[src/design/cache_pkg.sv]
`default_nettype none

package cache_pkg;

    // Geometry of both caches
    localparam int ADDR_W     = 32;
    localparam int WORD_W     = 32;
    localparam int LINE_WORDS = 8;
    localparam int OFFSET_W   = 3;
    localparam int INDEX_W    = 4;
    localparam int TAG_W      = 23;
    localparam logic [OFFSET_W-1:0] COUNT_FINISH = 3'd7;

    typedef struct packed {
        logic [TAG_W-1:0]                             tag;
        logic [INDEX_W-1:0]                           index;
        logic [OFFSET_W-1:0]                          word;
        logic [ADDR_W-TAG_W-INDEX_W-OFFSET_W-1:0]     byte_off;
    } addr_split_t;

    // Flat on the core and bus side, split inside the arrays
    typedef union packed {
        logic [ADDR_W-1:0] flat;
        addr_split_t       split;
    } cache_addr_u;

    typedef enum logic [2:0] {
        STAT_NORMAL        = 3'd0,
        STAT_IC_MISS       = 3'd1,
        STAT_DC_MISS       = 3'd2,
        STAT_DC_MISS_D     = 3'd3,
        STAT_DOUBLE_MISS   = 3'd4,
        STAT_DOUBLE_MISS_D = 3'd5
    } cache_status_e;

    typedef enum logic [1:0] {
        SEL_IC_FILL   = 2'b00,
        SEL_DC_FILL   = 2'b01,
        SEL_DC_VICTIM = 2'b11
    } ram_sel_e;

    typedef struct packed {
        logic        valid;
        cache_addr_u addr;
    } ic_req_t;

    typedef struct packed {
        logic                  read;
        logic                  write;
        cache_addr_u           addr;
        logic [WORD_W-1:0]     wdata;
        logic [WORD_W/8-1:0]   be;
    } dc_req_t;

    typedef struct packed {
        logic              ready;
        logic [WORD_W-1:0] rdata;
    } core_rsp_t;

endpackage

`default_nettype wire

[src/design/wb_pkg.sv]
`default_nettype none

package wb_pkg;

    localparam int WB_ADR_W = 32;
    localparam int WB_DAT_W = 32;
    localparam int WB_SEL_W = WB_DAT_W / 8;

    // Master to slave
    typedef struct packed {
        logic                cyc;
        logic                stb;
        logic                we;
        logic [WB_ADR_W-1:0] adr;
        logic [WB_DAT_W-1:0] dat;
        logic [WB_SEL_W-1:0] sel;
    } wb_req_t;

    // Slave to master
    typedef struct packed {
        logic                ack;
        logic [WB_DAT_W-1:0] dat;
    } wb_rsp_t;

endpackage

`default_nettype wire

[src/design/wb_line_master.sv]
`timescale 1ns/10ps
`default_nettype none

module wb_line_master (
    input  logic                   clk,
    input  logic                   rst_n,
    input  logic                   ram_en,
    input  logic                   ram_write,
    input  cache_pkg::cache_addr_u ram_addr,
    input  logic [31:0]            wdata,
    output wb_pkg::wb_req_t        wb_req,
    input  wb_pkg::wb_rsp_t        wb_rsp,
    output logic                   word_done,
    output logic [31:0]            rd_word
);
    import wb_pkg::*;

    typedef enum logic {
        M_IDLE,
        M_BUSY
    } state_e;

    state_e              state_q;
    logic                we_q;
    logic [WB_ADR_W-1:0] adr_q;
    logic [WB_DAT_W-1:0] dat_q;

    // After ack the master sits one cycle in idle with cyc low
    always_ff @(posedge clk) begin
        if (!rst_n) begin
            state_q <= M_IDLE;
        end else if (state_q == M_IDLE && ram_en) begin
            state_q <= M_BUSY;
        end else if (state_q == M_BUSY && wb_rsp.ack) begin
            state_q <= M_IDLE;
        end
    end

    always_ff @(posedge clk) begin
        if (state_q == M_IDLE && ram_en) begin
            we_q  <= ram_write;
            adr_q <= ram_addr.flat;
            dat_q <= wdata;
        end
    end

    assign wb_req.cyc = (state_q == M_BUSY);
    assign wb_req.stb = (state_q == M_BUSY);
    assign wb_req.we  = we_q;
    assign wb_req.adr = adr_q;
    assign wb_req.dat = dat_q;
    assign wb_req.sel = '1;

    assign word_done = (state_q == M_BUSY) && wb_rsp.ack;
    assign rd_word   = wb_rsp.dat;

    // Controller keeps its word request steady until the ack
    a_ctrl_held: assert property (
        @(posedge clk) disable iff (!rst_n)
        (state_q == M_BUSY) |->
            ram_en && (ram_write == we_q) && (ram_addr.flat == adr_q)
    );

    a_req_hold: assert property (
        @(posedge clk) disable iff (!rst_n)
        (wb_req.stb && !wb_rsp.ack) |=>
            wb_req.stb && $stable(wb_req.adr) && $stable(wb_req.we) && $stable(wb_req.dat)
    );

endmodule

`default_nettype wire

[config.mk]
export PLATFORM = sky130hd
export DESIGN_NAME = wb_line_master
export DESIGN_NICKNAME = d
export VERILOG_FILES = /design/src/design/cache_pkg.sv /design/src/design/wb_pkg.sv /design/src/design/wb_line_master.sv
export SDC_FILE = /design/constraint.sdc
export NUM_CORES = 1
export LEC_CHECK = 0
export ABC_AREA = 1
export BUFFER_PORTS_ARGS = -buffer_cell sky130_fd_sc_hd__buf_2
export CAP_MARGIN = 20
export CELL_PAD_IN_SITES_DETAIL_PLACEMENT = 2
export CELL_PAD_IN_SITES_GLOBAL_PLACEMENT = 2
export CORE_MARGIN = 1
export CORE_UTILIZATION = 22
export DETAILED_ROUTE_END_ITERATION = 7
export GPL_TIMING_DRIVEN = 0
export MAX_ROUTING_LAYER = met4
export PLACE_DENSITY_LB_ADDON = 0.25
export SLEW_MARGIN = 20
export SYNTH_ARGS = -nofsm -noshare
export SYNTH_HDL_FRONTEND = slang
export SYNTH_SLANG_ARGS = --single-unit
[constraint.sdc]
create_clock -name clk -period 5.74 [get_ports clk]
set_input_delay 1.435 -clock clk [delete_from_list [all_inputs] [get_ports clk]]
set_output_delay 1.435 -clock clk [all_outputs]
set_load 0.01 [all_outputs]
==> qor.txt <==
Post-CTS setup buffers -> 0
Tot Pwr -> 1.12 mW
CP endpoint -> word_done
# nets final -> 398
Fraction of layout cells with a size suffix above 1 -> 74.5%
Worst min path class -> reg2reg
Layout Skew -> 0.00531 ns
Global route overflow -> 0
Dpl hpwl -> 4.91 mm
Die width -> 104 µm
Final instance area -> 3580 µm²
TritonCTS clock tree -> yes
VDD IR-drop max -> 0.128 mV
Sink Count -> 66
WL final -> 6.07 mm
Register area share after synthesis -> 85.9%
Drt initial violations -> 50
P&R area growth vs syn -> 55.9%
WL per Instance -> 13.9 µm
Setup TNS -> 0 ns
Number of H-tree levels -> 3
Final Util -> 35.9%
Clock buffer count from CTS -> 9
Mean post-synth cell area -> 20.3 µm²
Status -> finished clean
CP Launch Point -> wb_rsp[32]
Die height -> 104 µm
CTS root buf -> clkbuf_8
Reg2reg start -> state_q
Total Die Area -> 10,800 µm²
Ant diodes -> 0
R2R Setup Slk -> 4.38 ns
Most common cell after layout, fill and taps aside -> buf_2
RSZ-0062 raised after global routing -> no
Clk Latency, worst-skew pair -> 0.33 ns
Vias per inst -> 3.73
Most frequent cells in the layout -> buf_2 (168), edfxtp_1 (65), buf_4 (39)
Global-route wire length before repair -> 9.20 mm
Starting Density -> 23.1%
Largest area contributor in the netlist -> edfxtp_1
Buffers added on ports -> 168
Vias -> 1,621
Boundary pin count -> 205
Crit path DAT -> 1.77 ns
# hold bufs at CTS -> 0
Final worst path period share -> 55.8%
Drt drc -> 0
Req. time, crit path -> 4.30 ns
Final Max Slew Viols -> 0
Type of origin of the critical path -> input port
GR Util All Layers -> 11.8%
Placer Congestion -> 0.709
Pre-CTS setup slack -> 2.54 ns
Critical path class -> in2out
Clock transition at path regs -> 0.07 ns
Drt pass-1 iters -> 4
Initial antenna violation count -> 0
Vias in the first global route -> 1,680
CTS resizes -> 0
Yosys top cell area share -> 85.1%
RR Endpoint -> adr_q[7]
Core area -> 9950 µm²
Post-Syn Area -> 2290 µm²
Hold Fails Final Rpt -> 0
Synthesized instance count -> 113
Max-cap viol count -> 0
Largest net degree at the start of global routing -> 28
Cell Pwr Density -> 314 nW/µm²
Worst setup EP type -> primary output
Post-DP Area -> 3360 µm²
Crit path time final -> 3.20 ns
Min-delay src -> state_q
Fmax -> 312 MHz
Synth Register Bits -> 66
Ys Warns -> 0
Count of cell types in the netlist -> 7
Routed Antenna Nets -> 0
CP max FO -> 2
Synth area leaders -> edfxtp_1 (85%), buf_4 (13%), dfxtp_1 (0.87%)
Leakage -> 1.64 nW
Final count of negative-setup-slack endpoints -> 0
Worst r2r path cells -> 2
Max clock buf depth -> 2
Fin worst setup slack -> 2.54 ns
Num rows -> 36
critical path, stage by stage:
cell,delay [ns]
buf_2,0.09
nand2_1,0.07
inv_1,0.04
buf_2,0.13
per-stage QoR:
stage / hold WS (ns) / std cells
6_report: 0.574 / 435
5_1_grt: 0.643 / 435
4_1_cts: 0.583 / 435
3_5_place_dp: 0.572 / 419
3_3_place_gp: 0.537 / 417
2_1_floorplan: 0.503 / 116
state kept, by name, summed over array words and instances, names as in the netlist:
register / cells
dat_q: 32
adr_q: 32
we_q: 1
state_q: 1
cell type report:
cell class | instances | area (µm²)
fillers | 1083 | 6380
flip-flops and latches | 66 | 1970
well taps | 133 | 166
clock inverters | 6 | 88.8
clock buffers | 10 | 128
multi-input cells | 9 | 41.3
plain buffers | 39 | 293
repair buffers | 170 | 881
inverters | 2 | 7.51
layer usage:
layer / wire length [µm] / part of all wire, % / GRT usage (%)
met2: 3060 / 50 / 19.6
met4: 90 / 1.5 / 4.59
met1: 2300 / 38 / 12.4
met5: 0 / 0 / -
met3: 622 / 10 / 5.14
cells in the mapped netlist:
| library cell | number |
|---|---|
| edfxtp_1 | 65 |
| conb_1 | 1 |
| nand2_1 | 2 |
| buf_4 | 39 |
| inv_1 | 2 |
| dfxtp_1 | 1 |
| nor2_1 | 3 |
worst min-delay path by stage:
stage	end	slack, ns	cells after the start
floorplan	state_q	0.50	2
global placement	state_q	0.54	2
detailed placement	state_q	0.57	2
CTS	state_q	0.58	2
global route	state_q	0.64	2
finish	state_q	0.57	2
report_power, final:
part	switching (mW)	internal, mW
sequential	0.00724	0.564
combinational	0.0623	0.0636
clock	0.180	0.245
cell families after synthesis:
group	Yosys count	share of synthesized area (%)
DFF	66	85.9
buffers and inverters	41	13.1
and+or+nand+nor	5	0.818
other	1	0.163
(Power assumes the default switching activity.)
