[src/design/cache_pkg.sv]
`default_nettype none

package cache_pkg;

    // Geometry of both caches
    localparam int ADDR_W     = 32;
    localparam int WORD_W     = 32;
    localparam int LINE_WORDS = 8;
    localparam int OFFSET_W   = 3;
    localparam int INDEX_W    = 4;
    localparam int TAG_W      = 23;
    localparam logic [OFFSET_W-1:0] COUNT_FINISH = 3'd7;

    typedef struct packed {
        logic [TAG_W-1:0]                             tag;
        logic [INDEX_W-1:0]                           index;
        logic [OFFSET_W-1:0]                          word;
        logic [ADDR_W-TAG_W-INDEX_W-OFFSET_W-1:0]     byte_off;
    } addr_split_t;

    // Flat on the core and bus side, split inside the arrays
    typedef union packed {
        logic [ADDR_W-1:0] flat;
        addr_split_t       split;
    } cache_addr_u;

    typedef enum logic [2:0] {
        STAT_NORMAL        = 3'd0,
        STAT_IC_MISS       = 3'd1,
        STAT_DC_MISS       = 3'd2,
        STAT_DC_MISS_D     = 3'd3,
        STAT_DOUBLE_MISS   = 3'd4,
        STAT_DOUBLE_MISS_D = 3'd5
    } cache_status_e;

    typedef enum logic [1:0] {
        SEL_IC_FILL   = 2'b00,
        SEL_DC_FILL   = 2'b01,
        SEL_DC_VICTIM = 2'b11
    } ram_sel_e;

    typedef struct packed {
        logic        valid;
        cache_addr_u addr;
    } ic_req_t;

    typedef struct packed {
        logic                  read;
        logic                  write;
        cache_addr_u           addr;
        logic [WORD_W-1:0]     wdata;
        logic [WORD_W/8-1:0]   be;
    } dc_req_t;

    typedef struct packed {
        logic              ready;
        logic [WORD_W-1:0] rdata;
    } core_rsp_t;

endpackage

`default_nettype wire

[src/design/cache_way.sv]
`timescale 1ns/10ps
`default_nettype none

module cache_way (
    input  logic                   clk,
    input  logic                   rst_n,
    input  cache_pkg::cache_addr_u addr,
    input  logic [2:0]             word_sel,
    input  logic                   enable,
    input  logic                   cmp,
    input  logic                   write,
    input  logic                   valid_in,
    input  logic [3:0]             byte_en,
    input  logic [31:0]            wdata,
    output logic [31:0]            rdata,
    output logic                   hit,
    output logic                   valid,
    output logic                   dirty,
    output logic [22:0]            victim_tag
);
    import cache_pkg::*;

    logic [WORD_W-1:0]     data_mem [2**INDEX_W][LINE_WORDS];
    logic [TAG_W-1:0]      tag_mem  [2**INDEX_W];
    logic [2**INDEX_W-1:0] valid_q;
    logic [2**INDEX_W-1:0] dirty_q;
    logic [INDEX_W-1:0]    index;
    logic                  store;
    logic                  fill;

    assign index = addr.split.index;

    // Asynchronous read of the indexed line
    assign rdata      = data_mem[index][word_sel];
    assign valid      = valid_q[index];
    assign dirty      = dirty_q[index];
    assign victim_tag = tag_mem[index];
    assign hit        = enable && (tag_mem[index] == addr.split.tag);

    assign store = enable && write;
    assign fill  = store && !cmp;

    always_ff @(posedge clk) begin
        if (!rst_n) begin
            valid_q <= '0;
            dirty_q <= '0;
        end else if (fill) begin
            valid_q[index] <= valid_in;
            dirty_q[index] <= 1'b0;
        end else if (store) begin
            dirty_q[index] <= 1'b1;
        end
    end

    always_ff @(posedge clk) begin
        if (fill) begin
            tag_mem[index] <= addr.split.tag;
        end
        if (store) begin
            for (int b = 0; b < WORD_W / 8; b++) begin
                if (byte_en[b]) begin
                    data_mem[index][word_sel][8*b +: 8] <= wdata[8*b +: 8];
                end
            end
        end
    end

    ////////////////////////////////////////////////////////////
    // Controller only issues compare writes on a valid hit
    ////////////////////////////////////////////////////////////
    a_cmp_write_hits: assert property (
        @(posedge clk) disable iff (!rst_n)
        (enable && write && cmp) |-> (hit && valid)
    );

endmodule

`default_nettype wire

[config.mk]
export PLATFORM = sky130hd
export DESIGN_NAME = cache_way
export DESIGN_NICKNAME = d
export VERILOG_FILES = /design/src/design/cache_pkg.sv /design/src/design/cache_way.sv
export SDC_FILE = /design/constraint.sdc
export NUM_CORES = 2
export LEC_CHECK = 0
export BUFFER_PORTS_ARGS = -buffer_cell sky130_fd_sc_hd__clkbuf_2
export CAP_MARGIN = 25
export CORE_MARGIN = 2
export CORE_UTILIZATION = 51
export CTS_CLUSTER_SIZE = 12
export DETAILED_ROUTE_END_ITERATION = 7
export PLACE_DENSITY_LB_ADDON = 0.08
export SYNTH_ARGS = -nofsm -noshare
export SYNTH_HDL_FRONTEND = slang
export SYNTH_MEMORY_MAX_BITS = 65536
export SYNTH_SLANG_ARGS = --single-unit
[constraint.sdc]
create_clock -name clk -period 12.2 [get_ports clk]
set_input_delay 2.44 -clock clk [delete_from_list [all_inputs] [get_ports clk]]
set_output_delay 2.44 -clock clk [all_outputs]
set_load 0.02 [all_outputs]
==> results.ini <==
[status]
outcome = completed

[synth]
synth_cell_types = 50
syn_area_per_cell_um2 = 23.2
syn_area_mm2 = 0.174
postSynthCellCount = 7501
synth_warnings = 0
synthTopCellsByArea = sky130_fd_sc_hd__edfxtp_1, sky130_fd_sc_hd__mux4_2, sky130_fd_sc_hd__nor2_1
synth-seq-cells = 4496
yosys_most_used_dff = sky130_fd_sc_hd__edfxtp_1
synth.yosys.seq_area_share_pct = 77.4
synth.net_count = 7578
number_of_flops_mapped_to_enable_cells_by_yosys = 4464
synth_async_sr_flop_share_pct = 0
netlist.area_leader.share_pct = 77.1
synth.largest_area_cell = sky130_fd_sc_hd__edfxtp_1

[critical_path]
timing.critical_path.slowest_cell_delay_ns = 0.65
kind_of_launch_point_of_the_worst_setup_path = input pin
timing.reg2reg.setup_slack_ns = 11.46
worstSetupEndpointType = output port
worstPathRequired_ns = 9.76
timing.critical_path.slowest_stage_cell = sky130_fd_sc_hd__buf_4
cp_data_arrival_time_ns = 6.55
critical_path.cell_chain = buf_12, buf_4, buf_4, mux4_2, mux4_2, a22oi_1, o211ai_1, clkbuf_2
crit_type = in2out
crit_fanout = 90

[clock_network]
tritoncts_clock_tree = built
cts_buffers = 461
cts_hold_buf = 0
postcts_setup_bufs = 0
cts.repair.resized = 0
max-clock-path-buffers = 4
insertion_delay_ns = 0.96
clk_pin_slew_ns = 0.06
htree_num_levels = 5
clkSinkCount = 4496
cts.root.buffer_cell = sky130_fd_sc_hd__clkbuf_16

[floorplan]
chipHeight_um = 588
die_w_um = 588
fp.coreArea_mm2 = 0.340
placementRows = 214
starting_density_of_the_core_pct = 51.2
overall_die_area_mm2 = 0.346
pin_count = 135

[place]
gp_routability_congestion = 0.762
portBuffers = 129
place.detailed.hpwl_mm = 251
dpl-instance-area_mm2 = 0.180

[grt]
grt.overflow.total = 0
antenna_found_initial = 33
grt_pass1_vias = 81000
grt_start_max_net_pins = 109
grt_usage_pct = 24.9
grt_first_pass_wirelength_mm = 610

[timing]
max_slew_headroom_at_the_worst_pin_pct = 27.0
tns_ns = 0
finalHoldViolations = 0
rsz0062_at_grt = no
max_transition_viols_final = 0
timing.fmax_ghz = 0.111
timing.final.crit_share_pct = 73.7
final_hold_slack_ns = 0.479
fin_crit_ns = 8.99
final_number_of_setup_violating_endpoints = 0
worst_clock_skew_ns = 0
worstMarginPinSlew_ns = 1.10

[power]
power-per-cell-area_mw_per_mm2 = 162
power.static_leakage_nw = 59.4
ir_worst_vdd_v = 0.000142

[route]
routed_wire_length_per_instance_um = 34.2
postRouteWirelength_mm = 433
vias = 79700
iteration_count_of_the_initial_detailed_routing_pass = 5
drcViolationCount = 0
initialDrtViolationCount = 9802
route.antenna.remaining_nets = 0
avgViaCountPerCell = 6.29

[final_layout]
nFillCells = 24800
final_cell_area_mm2 = 0.194
layout.cells.most_common = sky130_fd_sc_hd__edfxtp_1
syn2layout_area_growth_pct = 11.4
nets = 7872
most_frequent_cells_in_the_layout = sky130_fd_sc_hd__edfxtp_1, sky130_fd_sc_hd__mux4_2, sky130_fd_sc_hd__nor2_1
multiInputGateArea_mm2 = 0.0374
final-seq-area_mm2 = 0.135
layout-drive-gt1-share_pct = 27.9

[run]
max_cap_viol_count = 0

[hold_path]
timing.hold.worst.class = reg2reg

## per-layer routing
metal	vias up	part of all wire, %	track usage, %
li1	32400	-	-
met1	43500	41	36.5
met2	3227	49	39.8
met3	567	7.7	4.28
met4	4	2.5	5.92
met5	-	0.0049	0
## per-stage QoR
step                utilization [%]  setup slack (ns)  total power (W)  std cells
floorplan                         -              4.87           0.0182       7501
global placement               53.0              3.12           0.0190      11900
detailed placement             53.0              3.12           0.0190      11900
CTS                            57.0              3.12           0.0317      12600
global route                   57.1              3.04           0.0323      12700
finish                         57.1              3.21           0.0314      12700
## logic make-up after synthesis
kind of cell,after synthesis,synth area share [%]
buffers and inverters,462,1.24
xor gates and xnor gates,38,0.191
muxes,1512,18.5
and+or+nand+nor,757,1.70
DFF,4496,77.4
AOI/OAI and AO/OA,236,0.921
## where the power goes
| group | leakage (nW) | total (W) | switching (W) | internal (W) |
|---|---|---|---|---|
| clock network | 6.54 | 0.0128 | 0.00566 | 0.00712 |
| logic | 12.5 | 0.00166 | 0.00106 | 0.000598 |
| registers | 40.4 | 0.0170 | 0.00000550 | 0.0170 |
| total | 59.4 | 0.0314 | 0.00672 | 0.0247 |
## final cells by class
type | count | area share (%)
sequential | 4496 | 69.5
timing repair buffer | 286 | 1.32
inverter | 7 | 0.0200
tap | 4536 | 2.93
antenna | 8 | 0.0103
clock inverter | 204 | 0.601
multi-input combinational | 2543 | 19.3
clock buffer | 586 | 6.29
## state kept, by name (all words and copies together) (netlist names), named ones only
signal,cells
data_mem,4096
tag_mem,368
valid_q,16
## critical path: cells and delay by family
family                 cells  cell delay, ns
multiplexers               2            0.97
AO/OA/AOI/OAI              2            1.00
buffers and inverters      4            1.84
## cells in the mapped netlist (6+ instances only)
library cell / n
sky130_fd_sc_hd__mux2_2: 9
sky130_fd_sc_hd__a22oi_1: 31
sky130_fd_sc_hd__a221oi_1: 19
sky130_fd_sc_hd__buf_6: 17
sky130_fd_sc_hd__nand3_1: 17
sky130_fd_sc_hd__clkbuf_1: 184
sky130_fd_sc_hd__buf_1: 56
sky130_fd_sc_hd__edfxtp_1: 4464
sky130_fd_sc_hd__nor2_1: 563
sky130_fd_sc_hd__o21ai_1: 8
sky130_fd_sc_hd__buf_4: 21
sky130_fd_sc_hd__or2_1: 8
sky130_fd_sc_hd__o22ai_1: 31
sky130_fd_sc_hd__buf_2: 177
sky130_fd_sc_hd__and3_1: 9
sky130_fd_sc_hd__mux2i_1: 139
sky130_fd_sc_hd__nand2_1: 140
sky130_fd_sc_hd__xor2_1: 29
sky130_fd_sc_hd__o221ai_1: 8
sky130_fd_sc_hd__o21ai_0: 56
sky130_fd_sc_hd__a21oi_1: 18
sky130_fd_sc_hd__a21o_1: 6
sky130_fd_sc_hd__mux4_2: 1364
sky130_fd_sc_hd__xnor2_1: 9
sky130_fd_sc_hd__a21boi_0: 31
sky130_fd_sc_hd__dfxtp_1: 32
## worst paths after layout
check,startpoint,to,depth (start not counted)
worst max-delay path,addr[6],rdata[21],8
worst min register to register,valid_q[6]$_SDFFE_PN0P_,valid_q[6]$_SDFFE_PN0P_,2
worst min-delay path,valid_q[6]$_SDFFE_PN0P_,valid_q[6]$_SDFFE_PN0P_,2
worst max register to register,flop,flop,2
Power figures use the tool's default switching activity.
