`config.mk`:
```
export PLATFORM = sky130hd
export DESIGN_NAME = cache_control
export DESIGN_NICKNAME = d
export VERILOG_FILES = /design/src/design/cache_pkg.sv /design/src/design/cache_control.sv
export SDC_FILE = /design/constraint.sdc
export NUM_CORES = 1
export LEC_CHECK = 0
export ABC_CLOCK_PERIOD_IN_PS = 2300
export BUFFER_PORTS_ARGS = -buffer_cell sky130_fd_sc_hd__buf_4
export CAP_MARGIN = 15
export CORE_ASPECT_RATIO = 0.9
export CORE_UTILIZATION = 28
export CTS_CLUSTER_SIZE = 30
export DETAILED_ROUTE_END_ITERATION = 10
export PLACE_DENSITY = 0.86
export SLEW_MARGIN = 10
export SYNTH_ARGS = -nofsm -noshare
export SYNTH_HDL_FRONTEND = slang
export SYNTH_SLANG_ARGS = --single-unit
```
`constraint.sdc`:
```
create_clock -name clk -period 2.3 [get_ports clk]
set_clock_uncertainty 0.15 [all_clocks]
set_input_delay 0.46 -clock clk [delete_from_list [all_inputs] [get_ports clk]]
set_output_delay 0.46 -clock clk [all_outputs]
set_load 0.01 [all_outputs]
```
`src/design/cache_pkg.sv`:
```
`default_nettype none

package cache_pkg;

    // Geometry of both caches
    localparam int ADDR_W     = 32;
    localparam int WORD_W     = 32;
    localparam int LINE_WORDS = 8;
    localparam int OFFSET_W   = 3;
    localparam int INDEX_W    = 4;
    localparam int TAG_W      = 23;
    localparam logic [OFFSET_W-1:0] COUNT_FINISH = 3'd7;

    typedef struct packed {
        logic [TAG_W-1:0]                             tag;
        logic [INDEX_W-1:0]                           index;
        logic [OFFSET_W-1:0]                          word;
        logic [ADDR_W-TAG_W-INDEX_W-OFFSET_W-1:0]     byte_off;
    } addr_split_t;

    // Flat on the core and bus side, split inside the arrays
    typedef union packed {
        logic [ADDR_W-1:0] flat;
        addr_split_t       split;
    } cache_addr_u;

    typedef enum logic [2:0] {
        STAT_NORMAL        = 3'd0,
        STAT_IC_MISS       = 3'd1,
        STAT_DC_MISS       = 3'd2,
        STAT_DC_MISS_D     = 3'd3,
        STAT_DOUBLE_MISS   = 3'd4,
        STAT_DOUBLE_MISS_D = 3'd5
    } cache_status_e;

    typedef enum logic [1:0] {
        SEL_IC_FILL   = 2'b00,
        SEL_DC_FILL   = 2'b01,
        SEL_DC_VICTIM = 2'b11
    } ram_sel_e;

    typedef struct packed {
        logic        valid;
        cache_addr_u addr;
    } ic_req_t;

    typedef struct packed {
        logic                  read;
        logic                  write;
        cache_addr_u           addr;
        logic [WORD_W-1:0]     wdata;
        logic [WORD_W/8-1:0]   be;
    } dc_req_t;

    typedef struct packed {
        logic              ready;
        logic [WORD_W-1:0] rdata;
    } core_rsp_t;

endpackage

`default_nettype wire

```
`src/design/cache_control.sv`:
```
`timescale 1ns/10ps
`default_nettype none

module cache_control (
    input  logic                clk,
    input  logic                rst_n,
    input  cache_pkg::ic_req_t  ic_req,
    input  cache_pkg::dc_req_t  dc_req,
    input  logic                ic_hit,
    input  logic                ic_valid,
    input  logic                dc_hit,
    input  logic                dc_valid,
    input  logic                dc_dirty,
    input  logic                word_done,
    output logic                ic_enable,
    output logic                ic_cmp,
    output logic                ic_write,
    output logic                ic_valid_in,
    output logic [2:0]          ic_word_sel,
    output logic [3:0]          ic_byte_en,
    output logic                dc_enable,
    output logic                dc_cmp,
    output logic                dc_write,
    output logic                dc_valid_in,
    output logic [2:0]          dc_word_sel,
    output logic [3:0]          dc_byte_en,
    output logic                ic_addr_src,
    output logic                dc_addr_src,
    output logic                ram_en,
    output logic                ram_write,
    output cache_pkg::ram_sel_e ram_sel,
    output logic                ic_rsp_ready,
    output logic                dc_rsp_ready
);
    import cache_pkg::*;

    cache_status_e       status_q;
    cache_status_e       status_d;
    logic [OFFSET_W-1:0] count_q;
    logic [OFFSET_W-1:0] count_d;
    logic                ic_hit_ok;
    logic                dc_hit_ok;
    logic                ic_miss;
    logic                dc_miss;
    logic                coh_hit;
    logic                step;

    assign ic_hit_ok = ic_hit && ic_valid;
    assign dc_hit_ok = dc_hit && dc_valid;
    assign ic_miss   = ic_req.valid && !ic_hit_ok;
    assign dc_miss   = (dc_req.read || dc_req.write) && !dc_hit_ok;

    // Fetch refill served from the data cache one word per cycle
    assign coh_hit = (status_q inside {STAT_IC_MISS, STAT_DOUBLE_MISS}) && dc_hit_ok;
    assign step    = word_done || coh_hit;

    assign ic_rsp_ready = (status_q == STAT_NORMAL) && ic_req.valid && ic_hit_ok;
    assign dc_rsp_ready = (status_q == STAT_NORMAL) && (dc_req.read || dc_req.write) && dc_hit_ok;

    always_comb begin
        ic_enable   = 1'b0;
        ic_cmp      = 1'b0;
        ic_write    = 1'b0;
        ic_valid_in = 1'b1;
        ic_word_sel = count_q;
        ic_byte_en  = 4'b1111;
        dc_enable   = 1'b0;
        dc_cmp      = 1'b0;
        dc_write    = 1'b0;
        dc_valid_in = 1'b1;
        dc_word_sel = count_q;
        dc_byte_en  = 4'b1111;
        ic_addr_src = 1'b0;
        dc_addr_src = 1'b0;
        ram_en      = 1'b0;
        ram_write   = 1'b0;
        ram_sel     = SEL_IC_FILL;
        status_d    = status_q;
        count_d     = count_q;

        case (status_q)
            STAT_IC_MISS, STAT_DOUBLE_MISS: begin
                ic_enable   = 1'b1;
                ic_write    = step;
                // Probe data cache at the fetch address
                dc_enable   = 1'b1;
                dc_cmp      = 1'b1;
                dc_addr_src = 1'b1;
                dc_byte_en  = 4'b0000;
                ram_en      = !coh_hit;
            end
            STAT_DC_MISS: begin
                dc_enable = 1'b1;
                dc_write  = word_done;
                ram_en    = 1'b1;
                ram_sel   = SEL_DC_FILL;
            end
            STAT_DC_MISS_D, STAT_DOUBLE_MISS_D: begin
                dc_enable  = 1'b1;
                dc_byte_en = 4'b0000;
                ram_en     = 1'b1;
                ram_write  = 1'b1;
                ram_sel    = SEL_DC_VICTIM;
            end
            default: begin
                ic_enable   = ic_req.valid;
                ic_cmp      = 1'b1;
                ic_word_sel = ic_req.addr.split.word;
                ic_byte_en  = 4'b0000;
                dc_enable   = dc_req.read || dc_req.write;
                dc_cmp      = 1'b1;
                dc_write    = dc_req.write && dc_hit_ok;
                dc_word_sel = dc_req.addr.split.word;
                dc_byte_en  = dc_req.be;
                if (dc_miss && ic_miss) begin
                    status_d = dc_dirty ? STAT_DOUBLE_MISS_D : STAT_DOUBLE_MISS;
                end else if (dc_miss) begin
                    status_d = dc_dirty ? STAT_DC_MISS_D : STAT_DC_MISS;
                end else if (ic_miss) begin
                    status_d = STAT_IC_MISS;
                end
                if (dc_miss || ic_miss) begin
                    count_d = '0;
                end
            end
        endcase

        // Word counter and the state after the last word of a line
        if (status_q != STAT_NORMAL && step) begin
            count_d = count_q + 3'd1;
            if (count_q == COUNT_FINISH) begin
                case (status_q)
                    STAT_DC_MISS_D:     status_d = STAT_DC_MISS;
                    STAT_DOUBLE_MISS:   status_d = STAT_DC_MISS;
                    STAT_DOUBLE_MISS_D: status_d = STAT_DOUBLE_MISS;
                    default:            status_d = STAT_NORMAL;
                endcase
                if (status_d == STAT_NORMAL) begin
                    count_d = COUNT_FINISH;
                end
            end
        end
    end

    always_ff @(posedge clk) begin
        if (!rst_n) begin
            status_q <= STAT_NORMAL;
            count_q  <= COUNT_FINISH;
        end else begin
            status_q <= status_d;
            count_q  <= count_d;
        end
    end

    ////////////////////////////////////////////////////////////
    // State and counter sanity
    ////////////////////////////////////////////////////////////
    a_status_legal: assert property (
        @(posedge clk) disable iff (!rst_n)
        status_q inside {STAT_NORMAL, STAT_IC_MISS, STAT_DC_MISS, STAT_DC_MISS_D,
                         STAT_DOUBLE_MISS, STAT_DOUBLE_MISS_D}
    );

    a_count_step: assert property (
        @(posedge clk) disable iff (!rst_n)
        $changed(count_q) |->
            (count_q == $past(count_q) + 3'd1) || (count_q == '0) || (count_q == COUNT_FINISH)
    );

endmodule

`default_nettype wire

```
==> impl_metrics.yaml, run 1 <==
run_status:
  outcome: "finished with violations"
  violations: "DRC"
critical_path:
  r2r_end: "count_q[1]$_SDFFE_PN1P_"
  critPathTopFamily: "flip-flops"
  r2r_slack_ns: 0.70
  end_kind: "primary output"
  cp_slowest_cell: "dfxtp_1"
  worst-path-buf-inv: 2
  crit_path_start_kind: "register"
  r2r-start: "count_q[0]$_SDFFE_PN1P_"
  crit_arrival_ns: 1.57
  slowest_delay_ns: 0.56
  crit_path_cell_trace: "nor3_2 > nor2_4 > inv_4 > nand2_1 > nand2_1 > buf_4"
  cp.required_ns: 1.69
  critical_path_class: "reg2out"
  reg2reg_depth: 6
  crit_top_cell: "nand2_1"
  path_max_fanout: 12
detailed_routing:
  dr_total_vias: 901
  totalWireLength_um: 2270
  first_pass_iters: 7
  wl_per_cell_um: 12.8
  drt_iter0_markers: 22
  route.detailed.drc: 8
  vias_per_cell: 5.06
  ant_nets: 0
worst_hold_path:
  min_to: "count_q[0]$_SDFFE_PN1P_"
  hp-start: "rst_n"
  min_path_type: "in2reg"
  worstHoldPathCells: 2
floorplan:
  die_h_um: 51.4
  io_pins: 141
  dieArea_um2: 2930
  die_w_um: 56.9
  start_util_pct: 30.3
  core-area_um2: 2510
  rows: 17
grt:
  antenna_found_initial: 0
  grt_pass1_wl_um: 3480
  grt_max_degree: 16
  grt_pass1_vias: 729
  grtUsageTotal_pct: 15.6
  gr-total-overflow: 0
flow_run:
  maxCapViolations: 0
logic_synthesis:
  synthCells: 109
  avgSynthCellArea_um2: 6.97
  synth_area_um2: 759
  ys_warn_count: 0
  synth_edf_count: 0
  synth-seq-area-share_pct: 15.8
  postSynth.asyncResetShare_pct: 0
  ys_ff_latch: 6
  synth_cell_types: 40
  yosys_most_used_dff: "dfxtp_1"
clocking:
  cts_tree: "yes"
  clock_latency_ns: 0.25
  cts_hold_buf: 0
  post_cts_buffers: 0
  root_buffer: "clkbuf_4"
  cts_max_path_buffers: 2
  cts.htree.levels: 1
  cts_buffers: 3
  cts_resized: 1
  clk_pin_slew_ns: 0.05
  cts_sinks: 6
sta:
  report.final.slew_viol_count: 0
  fmax_mhz: 460
  rsz0062_at_grt: "no"
  hold_viol_final: 0
  fin_crit_sh_pct: 94.6
  period_minus_slack_ns: 2.18
  setup_viol: 0
  setup_tns_ns: 0
cells_and_area:
  fillers: 280
  antenna_cells: 0
  drive_above_1_share_pct: 40.7
  layout_common_cells: "buf_4 (48), nand2_1 (30), nand3_1 (8)"
  final_net_count: 265
  layout_commonest_cell: "buf_4"
  synthToLayoutAreaGrowth_pct: 44.3
place:
  port_buffers: 47
  dpl.hpwl_um: 1750
  gp_congestion: 0.822
power_and_ir_drop:
  powerDensity_nw_per_um2: 1750
  power_mw: 1.92
  p_leak_nw: 0.565
  peakVddDrop_v: 0.000723
[Yosys cell counts (2+ instances only)]
library cell	number	area, µm²
a21o_1	2	15.0
a21oi_1	4	20.0
and2b_1	2	15.0
and3b_1	2	17.5
buf_4	8	60.1
buf_6	2	22.5
conb_1	2	7.51
dfxtp_1	6	120
ha_1	2	25.0
inv_1	2	7.51
nand2_1	30	113
nand3_1	8	40.0
nor2_1	3	11.3
nor2b_1	5	31.3
o211ai_1	2	15.0
o21ai_0	5	25.0
[routing by layer]
metal | vias to the layer above | share of wire, % | GRT usage, %
met5 | - | 0 | 0
met4 | 0 | 0.48 | 3.66
met3 | 2 | 9.5 | 5.06
met2 | 38 | 47 | 24.9
met1 | 402 | 43 | 20.3
li1 | 459 | - | -
[power breakdown]
part,internal (mW),switching [mW]
sequential,0.157,0.101
clock,0.0593,0.0429
combinational,0.764,0.795
total,0.980,0.939
[kinds of logic after synthesis]
| kind of cell | count (synthesis) | share of synthesized area, % |
|---|---|---|
| AO/OA/AOI/OAI | 28 | 28.5 |
| XOR/XNOR | 1 | 1.15 |
| adder cells (fa/ha/maj) | 2 | 3.29 |
| buffers and inverters | 14 | 13.3 |
| flip-flops | 6 | 15.8 |
| other | 2 | 0.989 |
| AND/OR/NAND/NOR | 56 | 36.9 |
[worst max path at each step]
stage,startpoint,to,slack (ns),cells past startpoint
2_1_floorplan,dc_hit,dc_write,0.54,3
3_3_place_gp,status_q[1]$_SDFF_PN0_,dc_word_sel[0],0.28,6
3_5_place_dp,status_q[1]$_SDFF_PN0_,ic_word_sel[2],0.25,6
4_1_cts,status_q[2]$_SDFF_PN0_,ic_word_sel[2],0.10,6
5_1_grt,status_q[1]$_SDFF_PN0_,ic_enable,0.006,4
6_report,status_q[0]$_SDFF_PN0_,ic_word_sel[1],0.12,6
[state kept, by name, indices dropped and copies added, names as in the netlist]
name / count
count_q: 3
status_q: 3
[through the flow]
stage / setup WS (ns) / utilization [%] / instances / area (µm²) / hold WS [ns]
after floorplan: 0.542 / - / 110 / 763 / 0.339
after global routing: 0.00626 / 43.7 / 178 / 1100 / 0.296
after detailed placement: 0.247 / 42.7 / 175 / 1070 / 0.373
final: 0.124 / 43.7 / 178 / 1100 / 0.296
after global placement: 0.278 / 42.7 / 175 / 1070 / 0.356
after CTS: 0.101 / 43.6 / 178 / 1090 / 0.285
[area by class of cell]
type                            count  area [µm²]  share of cell area [%]
Multi-Input combinational cell     90         543                    49.5
Inverter                            3        13.8                    1.26
Sequential cell                     6         121                    11.1
Clock buffer                        3        22.5                    2.05
Tap cell                           28        35.0                    3.20
Timing Repair Buffer               48         360                    32.9
Power figures use the tool's default switching activity.
==> run 2: changes to the inputs <==
RECOVER_POWER = 25   (was not set)
==> run 2 against run 1 <==
The flow still finishes with violations (DRC). Worst hold slack got worse by 0.00095 ns. Global-route usage unchanged. Non-clock buffer count unchanged. Register-to-register slack about the same. Via count increased by 1.1%.
==> impl_metrics.yaml, run 2 (synthesis gave the netlist of run 1 again) <==
cells_and_area:
  final_net_count: 265
  reg.largest.list: "count_q (3), status_q (3)"
  fillers: 282
  layout_commonest_cell: "buf_4"
  multi_input_area_um2: 543
  final_cell_area_um2: 1090
  synthToLayoutAreaGrowth_pct: 43.8
  utilization_pct: 43.5
  layout_common_cells: "buf_4 (47), nand2_1 (30), nand3_1 (8)"
  antenna_cells: 0
  drive_above_1_share_pct: 40.0
  seq_area_um2: 121
floorplan:
  dieArea_um2: 2930
  die_h_um: 51.4
  die_w_um: 56.9
  start_util_pct: 30.3
  io_pins: 141
  core-area_um2: 2510
  rows: 17
grt:
  grt_max_degree: 16
  grt_pass1_vias: 729
  gr-total-overflow: 0
  grt_pass1_wl_um: 3480
  antenna_found_initial: 0
  grtUsageTotal_pct: 15.6
critical_path:
  slowest_delay_ns: 0.57
  end_kind: "primary output"
  reg2reg_depth: 6
  critPathTopFamily: "flip-flops"
  crit_path_cell_trace: "nor3_2 > nor2_4 > inv_4 > nand2_1 > nand2_1 > buf_4"
  cp.required_ns: 1.69
  crit_path_start_kind: "register"
  worst-path-buf-inv: 2
  crit_top_cell: "nand2_1"
  r2r_end: "count_q[1]$_SDFFE_PN1P_"
  r2r-start: "count_q[0]$_SDFFE_PN1P_"
  critical_path_class: "reg2out"
  r2r_slack_ns: 0.70
  crit_arrival_ns: 1.58
  cp_slowest_cell: "dfxtp_1"
  path_max_fanout: 12
detailed_routing:
  route.detailed.drc: 8
  first_pass_iters: 7
  drt_iter0_markers: 20
  wl_per_cell_um: 12.7
  vias_per_cell: 5.12
  dr_total_vias: 911
  ant_nets: 0
  totalWireLength_um: 2260
clocking:
  cts_hold_buf: 0
  post_cts_buffers: 0
  clock_latency_ns: 0.25
  cts_max_path_buffers: 2
  cts_buffers: 3
  clk_pin_slew_ns: 0.05
  cts_sinks: 6
  root_buffer: "clkbuf_4"
  cts_tree: "yes"
  cts.htree.levels: 1
sta:
  rsz0062_at_grt: "no"
  whs_ns: 0.295
  period_minus_slack_ns: 2.19
  report.final.slew_viol_count: 0
  setup_slack_ns: 0.107
  fmax_mhz: 456
  setup_viol: 0
  fin_crit_sh_pct: 95.3
  setup_tns_ns: 0
  hold_viol_final: 0
worst_hold_path:
  min_path_type: "in2reg"
  hp-start: "rst_n"
  worstHoldPathCells: 2
  min_to: "count_q[0]$_SDFFE_PN1P_"
power_and_ir_drop:
  internal_power_mw: 0.974
  powerDensity_nw_per_um2: 1750
  switching_share_pct: 49.0
  peakVddDrop_v: 0.000723
  p_leak_nw: 0.561
  clockPowerShare_pct: 5.3
  power_frac_seq_pct: 13.5
  comb_power_share_pct: 81.2
  switching_power_mw: 0.936
place:
  dpl.hpwl_um: 1750
  gp_congestion: 0.822
  port_buffers: 47
  place_ws_ns: 0.247
  placement.cell_area_um2: 1070
run_status:
  violations: "DRC"
  outcome: "finished with violations"
flow_run:
  maxCapViolations: 0
==> run 2: changes by cell type in the layout (fill, tap and decap cells not counted) <==
cell,delta
buf_4,-1
clkbuf_1,+1
==> run 2: worst max path at each step <==
stage	from	to	slack, ns	cells past startpoint
after floorplan	dc_hit	dc_write	0.54	3
after global placement	status_q[1]$_SDFF_PN0_	dc_word_sel[0]	0.28	6
after detailed placement	status_q[1]$_SDFF_PN0_	ic_word_sel[2]	0.25	6
after CTS	status_q[2]$_SDFF_PN0_	ic_word_sel[2]	0.10	6
after global routing	status_q[1]$_SDFF_PN0_	ic_enable	0.006	4
final	status_q[0]$_SDFF_PN0_	ic_word_sel[1]	0.11	6
==> run 2: metal layers <==
metal / track usage, % / routed length, µm
met5: 0 / 0
met1: 20.3 / 997
met2: 24.9 / 1060
met3: 5.06 / 191
met4: 3.66 / 11
==> run 2: worst reg2reg max path, stage by stage (launching register included) <==
cell,delay [ns]
dfxtp_1,0.38
ha_1,0.17
ha_1,0.18
inv_1,0.08
a211o_1,0.26
nor2b_1,0.14
o211ai_1,0.16
==> run 2: layout make-up <==
type	count	share of cell area (%)
inverters	3	1.26
flip-flops and latches	6	11.1
clock buffers	3	2.06
multi-input cells	90	49.7
repair buffers	48	32.6
well taps	28	3.21
==> run 2: through the flow <==
stage                     instances  total power, mW
after floorplan                 110             1.24
after global placement          175             1.77
after detailed placement        175             1.81
after CTS                       178             1.92
after global routing            178             2.09
final                           178             1.91
==> run 2: power by group through the flow <==
stage / registers [mW] / clock network (mW) / logic [mW]
finish: 0.258 / 0.102 / 1.55
detailed placement: 0.257 / 0 / 1.55
floorplan: 0.193 / 0 / 1.04
global route: 0.272 / 0.110 / 1.71
CTS: 0.257 / 0.106 / 1.56
global placement: 0.251 / 0 / 1.52
==> run 2: timing repair <==
| action | CTS | global route |
|---|---|---|
| pin swaps | 0 | 0 |
| gates cloned | 0 | 0 |
| endpoints found under the hold margin | 0 | 0 |
| gates resized for setup | 1 | 1 |
| setup endpoints to repair | 8 | 4 |
==> run 3: changes to the inputs <==
CORE_AREA = 2 2 55 57   (was not set)
CORE_ASPECT_RATIO = not set   (was 0.9)
CORE_UTILIZATION = not set   (was 28)
CTS_BUF_LIST = sky130_fd_sc_hd__clkbuf_4 sky130_fd_sc_hd__clkbuf_8   (was not set)
DIE_AREA = 0 0 57 59   (was not set)
PLACE_DENSITY = 0.85   (was 0.86)
==> run 3 against run 2 <==
Clock-buffer cell count stayed put. Critical endpoint is now ic_word_sel[0]. Via count is 0.11% higher. The run now ends clean. Final area is 0.57% higher. Largest power group unchanged. First-iteration DRC count is 35% higher. Non-clock buffer count is 1 higher. Final cell count is 2.2% higher. Register-to-register slack worse by 0.14 ns. Combinational power hardly changed.
==> impl_metrics.yaml, run 3 (synthesis gave the netlist of run 1 again) <==
detailed_routing:
  vias_per_cell: 5.01
  first_pass_iters: 4
  drt_iter0_markers: 27
  ant_nets: 0
  wl_per_cell_um: 11.9
  dr_total_vias: 912
  route.detailed.drc: 0
  totalWireLength_um: 2170
cells_and_area:
  antenna_cells: 0
  reg.largest.list: "count_q (3), status_q (3)"
  layout_common_cells: "buf_4 (49), nand2_1 (30), nand3_1 (8)"
  multi_input_area_um2: 534
  layout_commonest_cell: "buf_4"
  seq_area_um2: 121
  final_net_count: 266
  utilization_pct: 40.5
  final_cell_area_um2: 1100
  drive_above_1_share_pct: 40.4
  fin_cells: 182
  synthToLayoutAreaGrowth_pct: 44.6
  fillers: 309
critical_path:
  cp.required_ns: 1.69
  crit_path_start_kind: "register"
  path_max_fanout: 11
  reg2reg_depth: 4
  critical_path_class: "reg2out"
  crit_arrival_ns: 1.55
  end_kind: "primary output"
sta:
  worst_pin_slew_ns: 0.511
  slew_headroom_pct: 65.8
  rsz0062_at_grt: "yes"
  setup_slack_ns: 0.139
  setup_viol: 0
  hold_viol_final: 0
  period_minus_slack_ns: 2.16
  whs_ns: 0.282
  fin_crit_sh_pct: 93.9
  report.final.slew_viol_count: 0
  fmax_mhz: 463
  setup_tns_ns: 0
power_and_ir_drop:
  power_mw: 1.92
  p_leak_nw: 0.568
  powerDensity_nw_per_um2: 1750
  peakVddDrop_v: 0.000941
place:
  dp_cells: 179
  dpl.hpwl_um: 1750
  port_buffers: 47
  place_ws_ns: 0.314
  placement.cell_area_um2: 1080
  gp_congestion: 0.801
clocking:
  cts_sinks: 6
  cts_hold_buf: 0
  root_buffer: "clkbuf_4"
  cts_tree: "yes"
  cts.htree.levels: 1
  clock_latency_ns: 0.26
  clk_pin_slew_ns: 0.05
  cts_max_path_buffers: 2
  cts_buffers: 3
grt:
  grt_pass1_wl_um: 3800
  gr-total-overflow: 0
  grtUsageTotal_pct: 14.2
  antenna_found_initial: 0
  grt_pass1_vias: 884
  grt_max_degree: 13
floorplan:
  start_util_pct: 28.0
  die_h_um: 59
  die_w_um: 57
  rows: 19
  dieArea_um2: 3360
  io_pins: 141
  core-area_um2: 2710
flow_run:
  maxCapViolations: 0
run_status:
  outcome: "completed"
worst_hold_path:
  min_path_type: "in2reg"
  worstHoldPathCells: 2
[run 3: worst max-delay path, stage by stage, from the launching register on]
cell	delay, ns
dfxtp_1	0.41
and2_2	0.31
nor2_4	0.21
inv_4	0.10
nand2_1	0.08
nand2_1	0.05
buf_4	0.14
[run 3: final timing paths]
| path | from | to | slack, ns |
|---|---|---|---|
| setup / recovery | status_q[1]$_SDFF_PN0_ | ic_word_sel[0] | 0.14 |
| hold / removal | rst_n | count_q[0]$_SDFFE_PN1P_ | 0.28 |
| setup reg to reg | status_q[1]$_SDFF_PN0_ | count_q[2]$_SDFFE_PN1P_ | 0.56 |
| hold reg to reg | status_q[2]$_SDFF_PN0_ | status_q[2]$_SDFF_PN0_ | 0.36 |
[run 3: cell type report]
| cell class | count | share of cell area [%] |
|---|---|---|
| tap | 31 | 3.53 |
| timing repair buffer | 49 | 33.5 |
| clock buffer | 3 | 2.05 |
| multi-input combinational | 90 | 48.6 |
| sequential | 6 | 11.0 |
| inverter | 3 | 1.25 |
[run 3: what timing repair did]
action | 4_1_cts | 5_1_grt
setup endpoints to repair | 0 | 9
setup buffers | 0 | 0
resized for setup | 0 | 3
[run 3: routing by layer]
metal  vias to the layer above  wire (µm)  GRT usage [%]  share of wire [%]
met3                         2        194           3.49                8.9
met5                         -          0              0                  0
met4                         0         32           5.98                1.5
met1                       406        988           19.0                 45
li1                        462          -              -                  -
met2                        42        957           21.8                 44
[run 3: power breakdown]
group / switching (mW) / total (mW) / internal, mW
clock network: 0.0470 / 0.107 / 0.0596
registers: 0.0857 / 0.243 / 0.157
logic: 0.799 / 1.57 / 0.772
